$ cat src/design/rv_consts.svh
`ifndef RV_CONSTS_SVH
`define RV_CONSTS_SVH

`define RV_XLEN 32
`define RV_AW 12

`define RV_OP_RTYPE  7'b0110011
`define RV_OP_ITYPE  7'b0010011
`define RV_OP_LOAD   7'b0000011
`define RV_OP_STORE  7'b0100011
`define RV_OP_BRANCH 7'b1100011
`define RV_OP_JAL    7'b1101111
`define RV_OP_SYSTEM 7'b1110011

`define RV_F3_ADDSUB 3'b000
`define RV_F3_SLT    3'b010
`define RV_F3_XOR    3'b100
`define RV_F3_OR     3'b110
`define RV_F3_AND    3'b111
`define RV_F3_BEQ    3'b000
`define RV_F3_BNE    3'b001
`define RV_F7_SUB    7'b0100000

`define RV_ALU_ADD 3'd0
`define RV_ALU_SUB 3'd1
`define RV_ALU_AND 3'd2
`define RV_ALU_OR  3'd3
`define RV_ALU_XOR 3'd4
`define RV_ALU_SLT 3'd5

`define RV_EBREAK 32'h00100073

`endif
$ cat src/design/rv_pkg.sv
`default_nettype none

package rv_pkg;

	typedef struct packed {
		logic [6:0] funct7;
		logic [4:0] rs2;
		logic [4:0] rs1;
		logic [2:0] funct3;
		logic [4:0] rd;
		logic [6:0] opcode;
	} rTypeT;

	typedef struct packed {
		logic [11:0] imm11to0;
		logic [4:0] rs1;
		logic [2:0] funct3;
		logic [4:0] rd;
		logic [6:0] opcode;
	} iTypeT;

	typedef struct packed {
		logic [6:0] imm11to5;
		logic [4:0] rs2;
		logic [4:0] rs1;
		logic [2:0] funct3;
		logic [4:0] imm4to0;
		logic [6:0] opcode;
	} sTypeT;

	// branch offset is scattered across both ends of the word
	typedef struct packed {
		logic imm12;
		logic [5:0] imm10to5;
		logic [4:0] rs2;
		logic [4:0] rs1;
		logic [2:0] funct3;
		logic [3:0] imm4to1;
		logic imm11;
		logic [6:0] opcode;
	} bTypeT;

	typedef struct packed {
		logic imm20;
		logic [9:0] imm10to1;
		logic imm11;
		logic [7:0] imm19to12;
		logic [4:0] rd;
		logic [6:0] opcode;
	} jTypeT;

	typedef union packed {
		rTypeT rType;
		iTypeT iType;
		sTypeT sType;
		bTypeT bType;
		jTypeT jType;
	} instrT;

	typedef enum logic [3:0] {
		fetch, decode, execute, memRead, memWrite,
		writeAlu, writeMem, branch, jump, halted
	} stateT;

	typedef enum logic [1:0] {srcAPc, srcAOldPc, srcARegA} aluSrcAT;
	typedef enum logic [1:0] {srcBRegB, srcBImm, srcBFour} aluSrcBT;

endpackage

`default_nettype wire

$ cat src/design/rvCore.sv
`timescale 1ns/1ps
`default_nettype none
`include "rv_consts.svh"

module rvCore (
	input wire CLK,
	input wire rstN,
	output logic [`RV_AW-1:0] iMemAddr,
	input wire [`RV_XLEN-1:0] iMemData,
	output logic [`RV_AW-1:0] dMemAddr,
	input wire [`RV_XLEN-1:0] dMemRdata,
	output logic [`RV_XLEN-1:0] dMemWdata,
	output logic dMemWe,
	output logic rfWe,
	output logic [4:0] rfRa1,
	output logic [4:0] rfRa2,
	output logic [4:0] rfWa,
	input wire [`RV_XLEN-1:0] rfRd1,
	input wire [`RV_XLEN-1:0] rfRd2,
	output logic [`RV_XLEN-1:0] rfWd,
	output logic halt,
	output logic [`RV_XLEN-1:0] numInst
);

	rv_pkg::instrT ir;
	rv_pkg::aluSrcAT aluSrcA;
	rv_pkg::aluSrcBT aluSrcB;
	logic pcWrite;
	logic irWrite;
	logic wbFromMem;
	logic pcFromAluOut;
	logic zero;
	logic [2:0] aluOp;
	logic [`RV_XLEN-1:0] imm;
	logic [`RV_XLEN-1:0] aluA;
	logic [`RV_XLEN-1:0] aluB;
	logic [`RV_XLEN-1:0] aluResult;
	logic [`RV_XLEN-1:0] aluOut;

	// register addresses straight from the instruction register
	assign rfRa1 = ir.rType.rs1;
	assign rfRa2 = ir.rType.rs2;
	assign rfWa = ir.rType.rd;
	assign dMemAddr = aluOut[`RV_AW-1:0];

	rvControl i_rvControl (
		.CLK(CLK), .rstN(rstN), .ir(ir), .zero(zero),
		.pcWrite(pcWrite), .irWrite(irWrite),
		.aluSrcA(aluSrcA), .aluSrcB(aluSrcB), .aluOp(aluOp),
		.wbFromMem(wbFromMem), .pcFromAluOut(pcFromAluOut),
		.rfWe(rfWe), .dMemWe(dMemWe), .halt(halt), .numInst(numInst)
	);

	rvDatapath i_rvDatapath (
		.CLK(CLK), .rstN(rstN), .pcWrite(pcWrite), .irWrite(irWrite),
		.aluSrcA(aluSrcA), .aluSrcB(aluSrcB),
		.wbFromMem(wbFromMem), .pcFromAluOut(pcFromAluOut),
		.iMemData(iMemData), .dMemRdata(dMemRdata),
		.rfRd1(rfRd1), .rfRd2(rfRd2), .imm(imm), .aluResult(aluResult),
		.pc(iMemAddr), .ir(ir), .aluA(aluA), .aluB(aluB),
		.aluOut(aluOut), .regB(dMemWdata), .rfWd(rfWd)
	);

	rvAlu i_rvAlu (
		.a(aluA), .b(aluB), .op(aluOp), .result(aluResult), .zero(zero)
	);

	rvImmGen i_rvImmGen (
		.ir(ir), .imm(imm)
	);

endmodule

`default_nettype wire

$ cat src/design/rvDatapath.sv
`timescale 1ns/1ps
`default_nettype none
`include "rv_consts.svh"

module rvDatapath (
	input wire CLK,
	input wire rstN,
	input wire pcWrite,
	input wire irWrite,
	input wire rv_pkg::aluSrcAT aluSrcA,
	input wire rv_pkg::aluSrcBT aluSrcB,
	input wire wbFromMem,
	input wire pcFromAluOut,
	input wire [`RV_XLEN-1:0] iMemData,
	input wire [`RV_XLEN-1:0] dMemRdata,
	input wire [`RV_XLEN-1:0] rfRd1,
	input wire [`RV_XLEN-1:0] rfRd2,
	input wire [`RV_XLEN-1:0] imm,
	input wire [`RV_XLEN-1:0] aluResult,
	output logic [`RV_AW-1:0] pc,
	output rv_pkg::instrT ir,
	output logic [`RV_XLEN-1:0] aluA,
	output logic [`RV_XLEN-1:0] aluB,
	output logic [`RV_XLEN-1:0] aluOut,
	output logic [`RV_XLEN-1:0] regB,
	output logic [`RV_XLEN-1:0] rfWd
);

	logic [`RV_AW-1:0] oldPc;
	logic [`RV_AW-1:0] nextPc;
	logic [`RV_XLEN-1:0] regA;
	logic [`RV_XLEN-1:0] dataReg;
	logic [`RV_XLEN-1:0] pcExt;
	logic [`RV_XLEN-1:0] oldPcExt;
	logic isJal;

	assign pcExt = {{(`RV_XLEN-`RV_AW){1'b0}}, pc};
	assign oldPcExt = {{(`RV_XLEN-`RV_AW){1'b0}}, oldPc};

	// live alu result on fetch, latched target on branch and jump
	assign nextPc = pcFromAluOut ? aluOut[`RV_AW-1:0] : aluResult[`RV_AW-1:0];

	always_ff @(posedge CLK) begin
		if (!rstN)
			pc <= '0;
		else if (pcWrite)
			pc <= nextPc;
	end

	always_ff @(posedge CLK) begin
		if (irWrite) begin
			ir <= iMemData;
			oldPc <= pc;
		end
	end

	// free-running stage registers
	always_ff @(posedge CLK) begin
		regA <= rfRd1;
		regB <= rfRd2;
		dataReg <= dMemRdata;
		aluOut <= aluResult;
	end

	always_comb begin
		case (aluSrcA)
			rv_pkg::srcAPc:    aluA = pcExt;
			rv_pkg::srcAOldPc: aluA = oldPcExt;
			default:           aluA = regA;
		endcase
	end

	always_comb begin
		case (aluSrcB)
			rv_pkg::srcBRegB: aluB = regB;
			rv_pkg::srcBImm:  aluB = imm;
			default:          aluB = 32'd4;
		endcase
	end

	// pc already points past the jal after fetch
	assign isJal = (ir.jType.opcode == `RV_OP_JAL);

	always_comb begin
		if (wbFromMem)
			rfWd = dataReg;
		else if (isJal)
			rfWd = pcExt;
		else
			rfWd = aluOut;
	end

endmodule

`default_nettype wire

$ cat src/design/rvControl.sv
`timescale 1ns/1ps
`default_nettype none
`include "rv_consts.svh"

module rvControl (
	input wire CLK,
	input wire rstN,
	input wire rv_pkg::instrT ir,
	input wire zero,
	output logic pcWrite,
	output logic irWrite,
	output rv_pkg::aluSrcAT aluSrcA,
	output rv_pkg::aluSrcBT aluSrcB,
	output logic [2:0] aluOp,
	output logic wbFromMem,
	output logic pcFromAluOut,
	output logic rfWe,
	output logic dMemWe,
	output logic halt,
	output logic [`RV_XLEN-1:0] numInst
);

	rv_pkg::stateT state;
	rv_pkg::stateT nextState;
	logic [6:0] opcode;
	logic [2:0] rAluOp;
	logic taken;
	logic retire;

	assign opcode = ir.rType.opcode;

	always_comb begin
		case (ir.rType.funct3)
			`RV_F3_ADDSUB: rAluOp = (ir.rType.funct7 == `RV_F7_SUB) ? `RV_ALU_SUB : `RV_ALU_ADD;
			`RV_F3_SLT:    rAluOp = `RV_ALU_SLT;
			`RV_F3_XOR:    rAluOp = `RV_ALU_XOR;
			`RV_F3_OR:     rAluOp = `RV_ALU_OR;
			`RV_F3_AND:    rAluOp = `RV_ALU_AND;
			default:       rAluOp = `RV_ALU_ADD;
		endcase
	end

	// branch compares with a subtract
	assign taken = ((ir.bType.funct3 == `RV_F3_BEQ) && zero)
		|| ((ir.bType.funct3 == `RV_F3_BNE) && !zero);

	always_comb begin
		nextState = state;
		pcWrite = 1'b0;
		irWrite = 1'b0;
		aluSrcA = rv_pkg::srcARegA;
		aluSrcB = rv_pkg::srcBImm;
		aluOp = `RV_ALU_ADD;
		wbFromMem = 1'b0;
		pcFromAluOut = 1'b0;
		rfWe = 1'b0;
		dMemWe = 1'b0;
		retire = 1'b0;
		case (state)
			rv_pkg::fetch: begin
				irWrite = 1'b1;
				pcWrite = 1'b1;
				aluSrcA = rv_pkg::srcAPc;
				aluSrcB = rv_pkg::srcBFour;
				nextState = rv_pkg::decode;
			end
			rv_pkg::decode: begin
				// branch or jump target into aluOut
				aluSrcA = rv_pkg::srcAOldPc;
				case (opcode)
					`RV_OP_RTYPE, `RV_OP_ITYPE, `RV_OP_LOAD, `RV_OP_STORE:
						nextState = rv_pkg::execute;
					`RV_OP_BRANCH: nextState = rv_pkg::branch;
					`RV_OP_JAL:    nextState = rv_pkg::jump;
					`RV_OP_SYSTEM: begin
						nextState = (ir == `RV_EBREAK) ? rv_pkg::halted : rv_pkg::fetch;
						retire = (ir == `RV_EBREAK);
					end
					default: nextState = rv_pkg::fetch;
				endcase
			end
			rv_pkg::execute: begin
				if (opcode == `RV_OP_RTYPE) begin
					aluSrcB = rv_pkg::srcBRegB;
					aluOp = rAluOp;
				end
				if (opcode == `RV_OP_LOAD)
					nextState = rv_pkg::memRead;
				else if (opcode == `RV_OP_STORE)
					nextState = rv_pkg::memWrite;
				else
					nextState = rv_pkg::writeAlu;
			end
			// address recomputed so aluOut holds steady
			rv_pkg::memRead: nextState = rv_pkg::writeMem;
			rv_pkg::memWrite: begin
				dMemWe = 1'b1;
				retire = 1'b1;
				nextState = rv_pkg::fetch;
			end
			rv_pkg::writeAlu, rv_pkg::writeMem: begin
				rfWe = 1'b1;
				wbFromMem = (state == rv_pkg::writeMem);
				retire = 1'b1;
				nextState = rv_pkg::fetch;
			end
			rv_pkg::branch: begin
				aluSrcB = rv_pkg::srcBRegB;
				aluOp = `RV_ALU_SUB;
				pcFromAluOut = 1'b1;
				pcWrite = taken;
				retire = 1'b1;
				nextState = rv_pkg::fetch;
			end
			rv_pkg::jump: begin
				rfWe = 1'b1;
				pcWrite = 1'b1;
				pcFromAluOut = 1'b1;
				retire = 1'b1;
				nextState = rv_pkg::fetch;
			end
			default: nextState = rv_pkg::halted;
		endcase
	end

	always_ff @(posedge CLK) begin
		if (!rstN) begin
			state <= rv_pkg::fetch;
			numInst <= '0;
		end else begin
			state <= nextState;
			if (retire)
				numInst <= numInst + 1'b1;
		end
	end

	assign halt = (state == rv_pkg::halted);

endmodule

`default_nettype wire

$ cat src/design/rvImmGen.sv
`timescale 1ns/1ps
`default_nettype none
`include "rv_consts.svh"

module rvImmGen (
	input wire rv_pkg::instrT ir,
	output logic [`RV_XLEN-1:0] imm
);

	always_comb begin
		case (ir.iType.opcode)
			`RV_OP_ITYPE, `RV_OP_LOAD:
				imm = {{20{ir.iType.imm11to0[11]}}, ir.iType.imm11to0};
			`RV_OP_STORE:
				imm = {{20{ir.sType.imm11to5[6]}}, ir.sType.imm11to5, ir.sType.imm4to0};
			// offsets are in halfwords, bit 0 always zero
			`RV_OP_BRANCH:
				imm = {{20{ir.bType.imm12}}, ir.bType.imm11, ir.bType.imm10to5,
					ir.bType.imm4to1, 1'b0};
			`RV_OP_JAL:
				imm = {{12{ir.jType.imm20}}, ir.jType.imm19to12, ir.jType.imm11,
					ir.jType.imm10to1, 1'b0};
			default:
				imm = '0;
		endcase
	end

endmodule

`default_nettype wire

$ cat src/design/rvAlu.sv
`timescale 1ns/1ps
`default_nettype none
`include "rv_consts.svh"

module rvAlu (
	input wire [`RV_XLEN-1:0] a,
	input wire [`RV_XLEN-1:0] b,
	input wire [2:0] op,
	output logic [`RV_XLEN-1:0] result,
	output logic zero
);

	always_comb begin
		case (op)
			`RV_ALU_ADD: result = a + b;
			`RV_ALU_SUB: result = a - b;
			`RV_ALU_AND: result = a & b;
			`RV_ALU_OR:  result = a | b;
			`RV_ALU_XOR: result = a ^ b;
			// signed compare
			`RV_ALU_SLT: result = ($signed(a) < $signed(b)) ? 32'd1 : 32'd0;
			default:     result = a + b;
		endcase
	end

	// shared by beq and bne
	assign zero = (result == '0);

endmodule

`default_nettype wire

$ cat config.mk
export PLATFORM = sky130hd
export DESIGN_NAME = rvCore
export DESIGN_NICKNAME = d
export VERILOG_FILES = /design/src/design/rv_pkg.sv /design/src/design/rvCore.sv /design/src/design/rvDatapath.sv /design/src/design/rvControl.sv /design/src/design/rvImmGen.sv /design/src/design/rvAlu.sv
export VERILOG_INCLUDE_DIRS = /design/src /design/src/design
export SDC_FILE = /design/constraint.sdc
export NUM_CORES = 1
export LEC_CHECK = 0
export BUFFER_PORTS_ARGS = -buffer_cell sky130_fd_sc_hd__buf_4
export CORE_AREA = 5 5 186 322
export DETAILED_ROUTE_END_ITERATION = 10
export DIE_AREA = 0 0 191 327
export PLACE_DENSITY = 0.43
export SYNTH_ARGS = -nofsm -noshare
export SYNTH_HDL_FRONTEND = slang
export SYNTH_SLANG_ARGS = --single-unit
$ cat constraint.sdc
create_clock -name CLK -period 9.8 [get_ports CLK]
set_clock_uncertainty 0.15 [all_clocks]
set_input_delay 0 -clock CLK [delete_from_list [all_inputs] [get_ports CLK]]
set_output_delay 0 -clock CLK [all_outputs]
set_load 0.02 [all_outputs]
==> reports/results.tsv, run 1 <==
metric	value	unit
grt-ovfl-total	0	
first_pass_iters	5	
syn2layout_area_growth	40.6	%
avgSynthCellArea	8.29	µm²
vias	14834	
fin_setup_tns	0	ns
fin_crit	8.15	ns
cts_tree	built	
rr_worst_depth	22	
ys_warn_count	0	
synth.distinct_cells	81	
core_area	57000	µm²
finalHoldViolations	0	
drc_errors	0	
worstHoldPathCells	2	
max_freq	123	MHz
timing.slew.headroom	0.287	
r2r_slack	1.65	ns
drive_above_1_share	0.169	
netlist_top_cells_area	dfxtp_1 (25%), edfxtp_1 (9.4%), ha_1 (8.6%)	
final_cell_mix	buf_4 (291), dlygate4sd3_1 (231), nand2_1 (185), dfxtp_1 (176), nor2_1 (114)	
cp-end-kind	flop	
syn_inst	1695	
drv_cap	0	
fin_nets	2349	
grt_max_degree	61	
rows	116	
period_share	0.831	
power	2.61	mW
worstPathArrival	8.48	ns
syn_nets	1924	
vdd_drop_max	0.108	mV
synth_top_flop_cell	dfxtp_1	
critical_path_class	reg2reg	
start_util	0.246	
ios	268	
path_clk_slew	0.06	ns
timing.rr.end	i_rvDatapath.pc[1]$_SDFFE_PN0P_	
status	completed	
layout_commonest_cell	buf_4	
grtUsageTotal	0.219	
worst-path-max-fanout	21	
hpwl	55.9	mm
synthArstFlopShare	0	
post_cts_buffers	0	
vias_per_cell	5.10	
die_area	62500	µm²
clk_latency	0.56	ns
hp-class	in2reg	
clockBufferDepth	3	
hold_path.startpoint	iMemData[20]	
r2r_start	i_rvDatapath.ir[2]$_DFFE_PP_	
h-tree-depth	1	
gp_congestion	1.02	
numCtsBuffers	24	
io_buffers	267	
drtIter0Drc	931	
crit_required	10.14	ns
final.fill_count	5973	
grt_pass1_vias	15313	
synth-edff-count	44	
setup_viol	0	
antenna_left	0	
yosysTopAreaCellShare	0.251	
root_buffer	clkbuf_16	
seq_area_frac_synth	0.345	
antenna_found_initial	1	
power.density	132	nW/µm²
wl_per_cell	24.5	µm
rsz0062_at_grt	no	
finalMaxSlewViolations	0	
crit_path_start_kind	flop	
timing.final.ws_setup	1.65	ns
die_w	191	µm
worstMarginPinSlew	1.06	ns
die_y	327	µm
grt_pass1_wl	101	mm
synth_largest_area_cell	dfxtp_1	
whs_endpoint	i_rvDatapath.ir[20]$_DFFE_PP_	
clkSinkCount	220	
syn_area	14100	µm²
pre_cts_slack	1.75	ns
synth_seq_cells	220	
p_leak	8.28	nW
drt_wl_total	71.3	mm
## final cells by class
class	instances	area, µm²	area share
Antenna cell	1	2.50	0.000127
Clock buffer	35	713	0.0361
Clock inverter	9	90.1	0.00456
Inverter	109	409	0.0207
Multi-Input combinational cell	1242	8240	0.417
Sequential cell	220	4840	0.245
Tap cell	767	960	0.0486
Timing Repair Buffer	523	4500	0.228
## repair_timing
item / 4_1_cts / 5_1_grt
resized for setup: 0 / 0
endpoints found under the hold margin: 176 / 0
hold buffers: 231 / 0
## worst max path at each step
stage | to | slack [ns] | cells past startpoint | start
3_3_place_gp | i_rvDatapath.pc[2]$_SDFFE_PN0P_ | 1.82 | 22 | i_rvDatapath.ir[2]$_DFFE_PP_
4_1_cts | i_rvDatapath.pc[7]$_SDFFE_PN0P_ | 1.74 | 22 | i_rvDatapath.ir[2]$_DFFE_PP_
5_1_grt | i_rvDatapath.pc[1]$_SDFFE_PN0P_ | 1.20 | 20 | i_rvDatapath.ir[2]$_DFFE_PP_
6_report | i_rvDatapath.pc[1]$_SDFFE_PN0P_ | 1.65 | 22 | i_rvDatapath.ir[2]$_DFFE_PP_
3_5_place_dp | i_rvDatapath.pc[7]$_SDFFE_PN0P_ | 1.75 | 22 | i_rvDatapath.ir[3]$_DFFE_PP_
2_1_floorplan | i_rvDatapath.pc[10]$_SDFFE_PN0P_ | 0.29 | 22 | i_rvControl.state[1]$_SDFF_PN0_
## kinds of logic (layout without fill, tap and decap cells)
family,after synthesis,count (layout),synth area share
AO/OA/AOI/OAI,481,481,0.232
XOR/XNOR,43,43,0.0268
adder cells (fa/ha/maj),99,99,0.0892
buffers and inverters,233,676,0.0717
flip-flops,220,220,0.345
multiplexers,56,56,0.0406
other,0,1,0
AND/OR/NAND/NOR,563,563,0.195
## cell usage after synthesis (all sizes together) (7+ instances only)
cell type and number:
nand2 185, dfxtp 176, nor2 117, inv 108, a21oi 106, o21ai 101
ha 97, clkbuf 82, mux2i 48, edfxtp 44, buf 42, nor3 42
and2 41, nand3 41, a21o 38, xnor2 37, a211oi 31, nand4 26
a22o 23, nor2b 21, nor4 21, o211ai 20, a31oi 16, nand2b 16
o31ai 14, and3 12, o22ai 12, or3 12, o21a 11, o2111ai 10
a21boi 9, a22oi 9, mux2 8, o21bai 8, or4 8, a2111oi 7
a211o 7, o221ai 7, o311ai 7
## worst max-delay path, stage by stage (launching register included)
cell and delay, ns:
edfxtp_1 0.41, nand4bb_1 0.58, or4_4 0.93, nand2_1 0.37
nor3_2 0.09, buf_4 0.22, a32o_1 0.33, ha_1 0.22
inv_1 0.07, fa_1 0.27, nand2b_1 0.15, a2111o_1 0.42
a31oi_1 0.52, o2111ai_1 0.34, a21oi_1 0.39, o21ai_0 0.15
a31o_1 0.27, a2111o_1 0.34, or4_1 0.41, nor4_2 0.28
xnor2_1 0.13, a21oi_2 0.70, mux2i_1 0.27
## sequential cells by signal, summed over array words and instances, names as in the netlist
signal and flops:
i_rvControl.numInst 32, i_rvControl.state 4, i_rvDatapath.aluOut 32, i_rvDatapath.dataReg 32, i_rvDatapath.ir 32, i_rvDatapath.oldPc 12, i_rvDatapath.pc 12, i_rvDatapath.regA 32
i_rvDatapath.regB 32
## routing by layer
metal  share of wire  global-route usage  vias up
li1                -                   -     6921
met4            0.10               0.181        0
met3           0.041              0.0247      244
met1            0.31               0.193     7084
met2            0.55               0.432      585
met5               0                   0        -
## power by group
| group | total, mW | switching (mW) | internal, mW |
|---|---|---|---|
| clock | 0.940 | 0.406 | 0.534 |
| combinational | 0.638 | 0.366 | 0.272 |
| sequential | 1.03 | 0.0501 | 0.981 |
## stage by stage
step	hold slack [ns]	util	instances	instance area (µm²)
finish	0.0240	0.346	2906	19800
global route	0.00899	0.346	2906	19800
CTS	0.00389	0.346	2904	19800
detailed placement	-0.0446	0.292	2629	16600
global placement	-0.0453	0.292	2629	16600
floorplan	-0.122	-	1695	14100
Note: power is estimated with default switching activity, not from simulation.
==> inputs of run 2 (changes only) <==
- PLACE_DENSITY: 0.43 -> 0.42
- clock period: 9.8 -> 8.45 ns (I/O delays scaled with it)
==> reports/results.tsv, run 2 (synthesis gave the netlist of run 1 again) <==
metric	value	unit
status	completed	
grtUsageTotal	0.211	
power	3.12	mW
drtIter0Drc	863	
antenna_found_initial	1	
dp_cells	2638	
post_cts_buffers	0	
hpwl	54.0	mm
rsz0062_at_grt	no	
finalHoldViolations	0	
worstPathArrival	8.11	ns
h-tree-depth	1	
path_clk_slew	0.06	ns
worstMarginPinSlew	1.32	ns
clk_latency	0.56	ns
start_util	0.246	
drc_errors	0	
die_y	327	µm
max_freq	129	MHz
drive_above_1_share	0.173	
finalMaxSlewViolations	0	
rows	116	
syn2layout_area_growth	42.3	%
final_cell_mix	buf_4 (300), dlygate4sd3_1 (237), nand2_1 (185), dfxtp_1 (176), nor2_1 (114)	
crit_required	8.78	ns
fin_setup_tns	0	ns
numCtsBuffers	25	
p_leak	8.39	nW
drt_wl_total	68.5	mm
cts_tree	built	
r2r_slack	0.67	ns
vdd_drop_max	0.140	mV
fin_nets	2364	
antenna_left	0	
ios	268	
grt_pass1_vias	15266	
root_buffer	clkbuf_16	
cts.repair.resized	0	
wl_per_cell	23.4	µm
grt_max_degree	61	
cpMaxStageDelayCell	nor4_1	
hp-class	in2reg	
timing.slew.headroom	0.112	
period_share	0.921	
io_buffers	267	
cpPeakStageDelay	0.85	ns
vias_per_cell	5.00	
power.density	156	nW/µm²
grt_pass1_wl	98.3	mm
first_pass_iters	5	
core_area	57000	µm²
crit_path_start_kind	flop	
layout_commonest_cell	buf_4	
worstPathCellList	nand2b_1 > or4_4 > nand2_1 > buf_4 > a22o_1 > inv_1 > ha_1 > nor2b_1 > o21ai_0 > nand4_1 > nor4_1 > o31ai_1 > mux2i_1 > a211oi_1 > a2111o_1 > or4_1 > nor4_2 > xnor2_1 > a21oi_2 > buf_4 > mux2i_1	
worst-path-max-fanout	33	
finalNonFillerCells	2922	
drv_cap	0	
cp-end-kind	flop	
die_area	62500	µm²
clkSinkCount	220	
gp_congestion	0.988	
setup_viol	0	
fin_crit	7.78	ns
grt-ovfl-total	0	
clockBufferDepth	3	
vias	14614	
critical_path_class	reg2reg	
die_w	191	µm
[run 2: cell count changes in the layout (fill, tap and decap cells not counted), moves of 2 or more]
| cell | previous run | this run |
|---|---|---|
| clkbuf_8 | 5 | 3 |
| dlygate4sd3_1 | 231 | 237 |
| buf_4 | 291 | 300 |
| clkbuf_16 | 25 | 29 |
| clkinv_4 | 0 | 3 |
[run 2: per-layer routing]
layer / wire length (µm) / track usage
met1: 21500 / 0.190
met2: 38100 / 0.417
met3: 2680 / 0.0236
met4: 6220 / 0.162
met5: 0 / 0
[run 2: final cells by class]
type                    count  area, µm²
repair buffers            537       4620
inverters                 109        409
well taps                 767        960
diodes                      1       2.50
fillers                  6004      37000
multi-input cells        1242       8250
clock buffers              37        786
flip-flops and latches    220       4840
clock inverters             9        116
[run 2: worst max-delay path: cells and delay by family (launching register included)]
kind / cells / cell delay, ns
muxes: 2 / 0.45
buffers and inverters: 3 / 0.74
adders and majority gates: 1 / 0.52
DFF: 1 / 0.70
AOI/OAI and AO/OA: 6 / 1.81
xor gates and xnor gates: 1 / 0.12
and+or+nand+nor: 8 / 3.19
[run 2: report_power, final]
| part | leakage [nW] | internal [mW] | total [mW] | switching [mW] |
|---|---|---|---|---|
| Combinational | 6.05 | 0.322 | 0.736 | 0.415 |
| Clock | 0.439 | 0.711 | 1.18 | 0.473 |
| Sequential | 1.91 | 1.14 | 1.20 | 0.0569 |
[run 2: timing repair]
action                     4_1_cts  5_1_grt
hold endpoints to repair       176        0
hold buffers                   237        0
setup endpoints to repair        0        0
[run 2: worst paths after layout]
kind / from / endpoint / depth (start not counted)
setup reg to reg: i_rvControl.state[1]$_SDFF_PN0_ / i_rvDatapath.pc[2]$_SDFFE_PN0P_ / 21
setup / recovery: i_rvControl.state[1]$_SDFF_PN0_ / i_rvDatapath.pc[2]$_SDFFE_PN0P_ / 21
hold reg to reg: i_rvControl.numInst[28]$_SDFFE_PN0P_ / i_rvControl.numInst[28]$_SDFFE_PN0P_ / 2
hold / removal: iMemData[20] / i_rvDatapath.ir[20]$_DFFE_PP_ / 2
[run 2: stage by stage]
| step | hold WS (ns) | util | cell area, µm² | setup WS [ns] |
|---|---|---|---|---|
| 4_1_cts | 0.000729 | 0.350 | 20000 | 0.777 |
| 3_5_place_dp | -0.0446 | 0.293 | 16700 | 0.792 |
| 2_1_floorplan | -0.122 | - | 14100 | 0.789 |
| 5_1_grt | 0.00240 | 0.351 | 20000 | 0.339 |
| 3_3_place_gp | -0.0457 | 0.293 | 16700 | 0.990 |
| 6_report | 0.0315 | 0.351 | 20000 | 0.671 |
==> inputs of run 3 (changes only) <==
- PLACE_DENSITY: 0.42 -> not set
==> reports/results.tsv, run 3 (synthesis gave the netlist of run 1 again) <==
metric	value	unit
status	completed	
syn2layout_area_growth	42.0	%
root_buffer	clkbuf_16	
final_cell_mix	buf_4 (300), dlygate4sd3_1 (241), nand2_1 (185), dfxtp_1 (176), nor2_1 (114)	
grtUsageTotal	0.225	
drive_above_1_share	0.173	
worstPathArrival	8.22	ns
rows	116	
grt_pass1_wl	103	mm
io_buffers	267	
grt-ovfl-total	0	
vias	15194	
crit_path_start_kind	flop	
gp_congestion	1.06	
max_freq	127	MHz
hpwl	55.1	mm
critical_path_class	reg2reg	
finalMaxSlewViolations	0	
fin_crit	7.87	ns
numCtsBuffers	25	
power.density	154	nW/µm²
grt_max_degree	61	
setup_viol	0	
drc_errors	0	
first_pass_iters	6	
layout_commonest_cell	buf_4	
timing.final.ws_setup	0.577	ns
worstMarginPinSlew	1.29	ns
period_share	0.932	
cp-end-kind	flop	
die_area	62500	µm²
cts_tree	built	
clk_latency	0.58	ns
crit_required	8.79	ns
pre_cts_slack	0.933	ns
core_area	57000	µm²
die_w	191	µm
finalHoldViolations	0	
antenna_found_initial	3	
timing.slew.headroom	0.116	
holdWs	0.0269	ns
grt_pass1_vias	15640	
worst-path-max-fanout	27	
hp-class	in2reg	
final_util	0.350	
start_util	0.246	
fin_setup_tns	0	ns
ios	268	
regArea	4840	µm²
wl_per_cell	25.1	µm
final.fill_count	5876	
drt_wl_total	73.5	mm
dp_cells	2638	
path_clk_slew	0.07	ns
fin_nets	2368	
post_cts_buffers	0	
multiInputGateArea	8250	µm²
vdd_drop_max	0.163	mV
antenna_left	0	
finalNonFillerCells	2930	
clkSinkCount	220	
p_leak	8.38	nW
drtIter0Drc	1022	
clockBufferDepth	3	
die_y	327	µm
drv_cap	0	
h-tree-depth	1	
rsz0062_at_grt	no	
vias_per_cell	5.19	
run 3: changes by cell type in the layout (fill, tap and decap cells not counted), sizes merged:
cell | before | now
bufinv | 2 | 1
inv | 110 | 115
clkbuf | 37 | 28
clkinv | 5 | 10
dlygate4sd3 | 237 | 241
diode | 1 | 5
run 3: critical path, stage by stage (launching register included):
cell and delay (ns):
dfxtp_1 0.70, nand2b_1 0.30, or4_4 0.78, nand2_1 0.32, buf_4 0.40, a22o_1 0.46
ha_1 0.43, a21oi_1 0.35, o211ai_1 0.28, o211a_1 0.21, o221ai_1 0.50, o211ai_1 0.49
a31oi_1 0.55, nand4_1 0.16, nor4_1 0.37, nand4_1 0.17, nor4_2 0.37, xnor2_1 0.13
a21oi_2 0.15, buf_4 0.26, mux2i_1 0.21
run 3: layout make-up:
type,instances,share of cell area
Antenna cell,5,0.000627
Multi-Input combinational cell,1242,0.413
Tap cell,767,0.0481
Timing Repair Buffer,541,0.234
Inverter,109,0.0205
Clock inverter,18,0.00796
Clock buffer,28,0.0329
Sequential cell,220,0.243
run 3: repair_timing:
action | CTS | global route
endpoints found under the hold margin | 176 | 0
hold buffers | 241 | 0
gates resized for setup | 0 | 0
setup endpoints to repair | 0 | 0
run 3: worst paths after layout:
kind	startpoint	endpoint	slack, ns	cells after the start
setup reg to reg	i_rvControl.state[1]$_SDFF_PN0_	i_rvDatapath.pc[2]$_SDFFE_PN0P_	0.58	20
setup / recovery	i_rvControl.state[1]$_SDFF_PN0_	i_rvDatapath.pc[2]$_SDFFE_PN0P_	0.58	20
hold reg to reg	i_rvControl.numInst[28]$_SDFFE_PN0P_	i_rvControl.numInst[28]$_SDFFE_PN0P_	0.37	2
hold / removal	iMemData[27]	i_rvDatapath.ir[27]$_DFFE_PP_	0.03	2
run 3: routing by layer:
layer / track usage / vias to the layer above / part of all wire
met5: 0 / - / 0
met4: 0.183 / 0 / 0.098
met3: 0.0264 / 276 / 0.047
met2: 0.445 / 669 / 0.56
met1: 0.196 / 7286 / 0.30
li1: - / 6963 / -
run 3: metrics by stage:
| step | cell area, µm² | total power [mW] |
|---|---|---|
| after floorplan | 14100 | 1.59 |
| final | 20000 | 3.06 |
| after detailed placement | 16700 | 1.87 |
| after global routing | 20000 | 3.18 |
| after CTS | 19900 | 3.09 |
| after global placement | 16700 | 1.87 |
run 3: where the power goes:
part | switching [mW] | internal (mW) | leakage [nW] | total [mW]
Combinational | 0.435 | 0.327 | 6.07 | 0.762
Clock | 0.503 | 0.604 | 0.404 | 1.11
Sequential | 0.0574 | 1.14 | 1.91 | 1.20
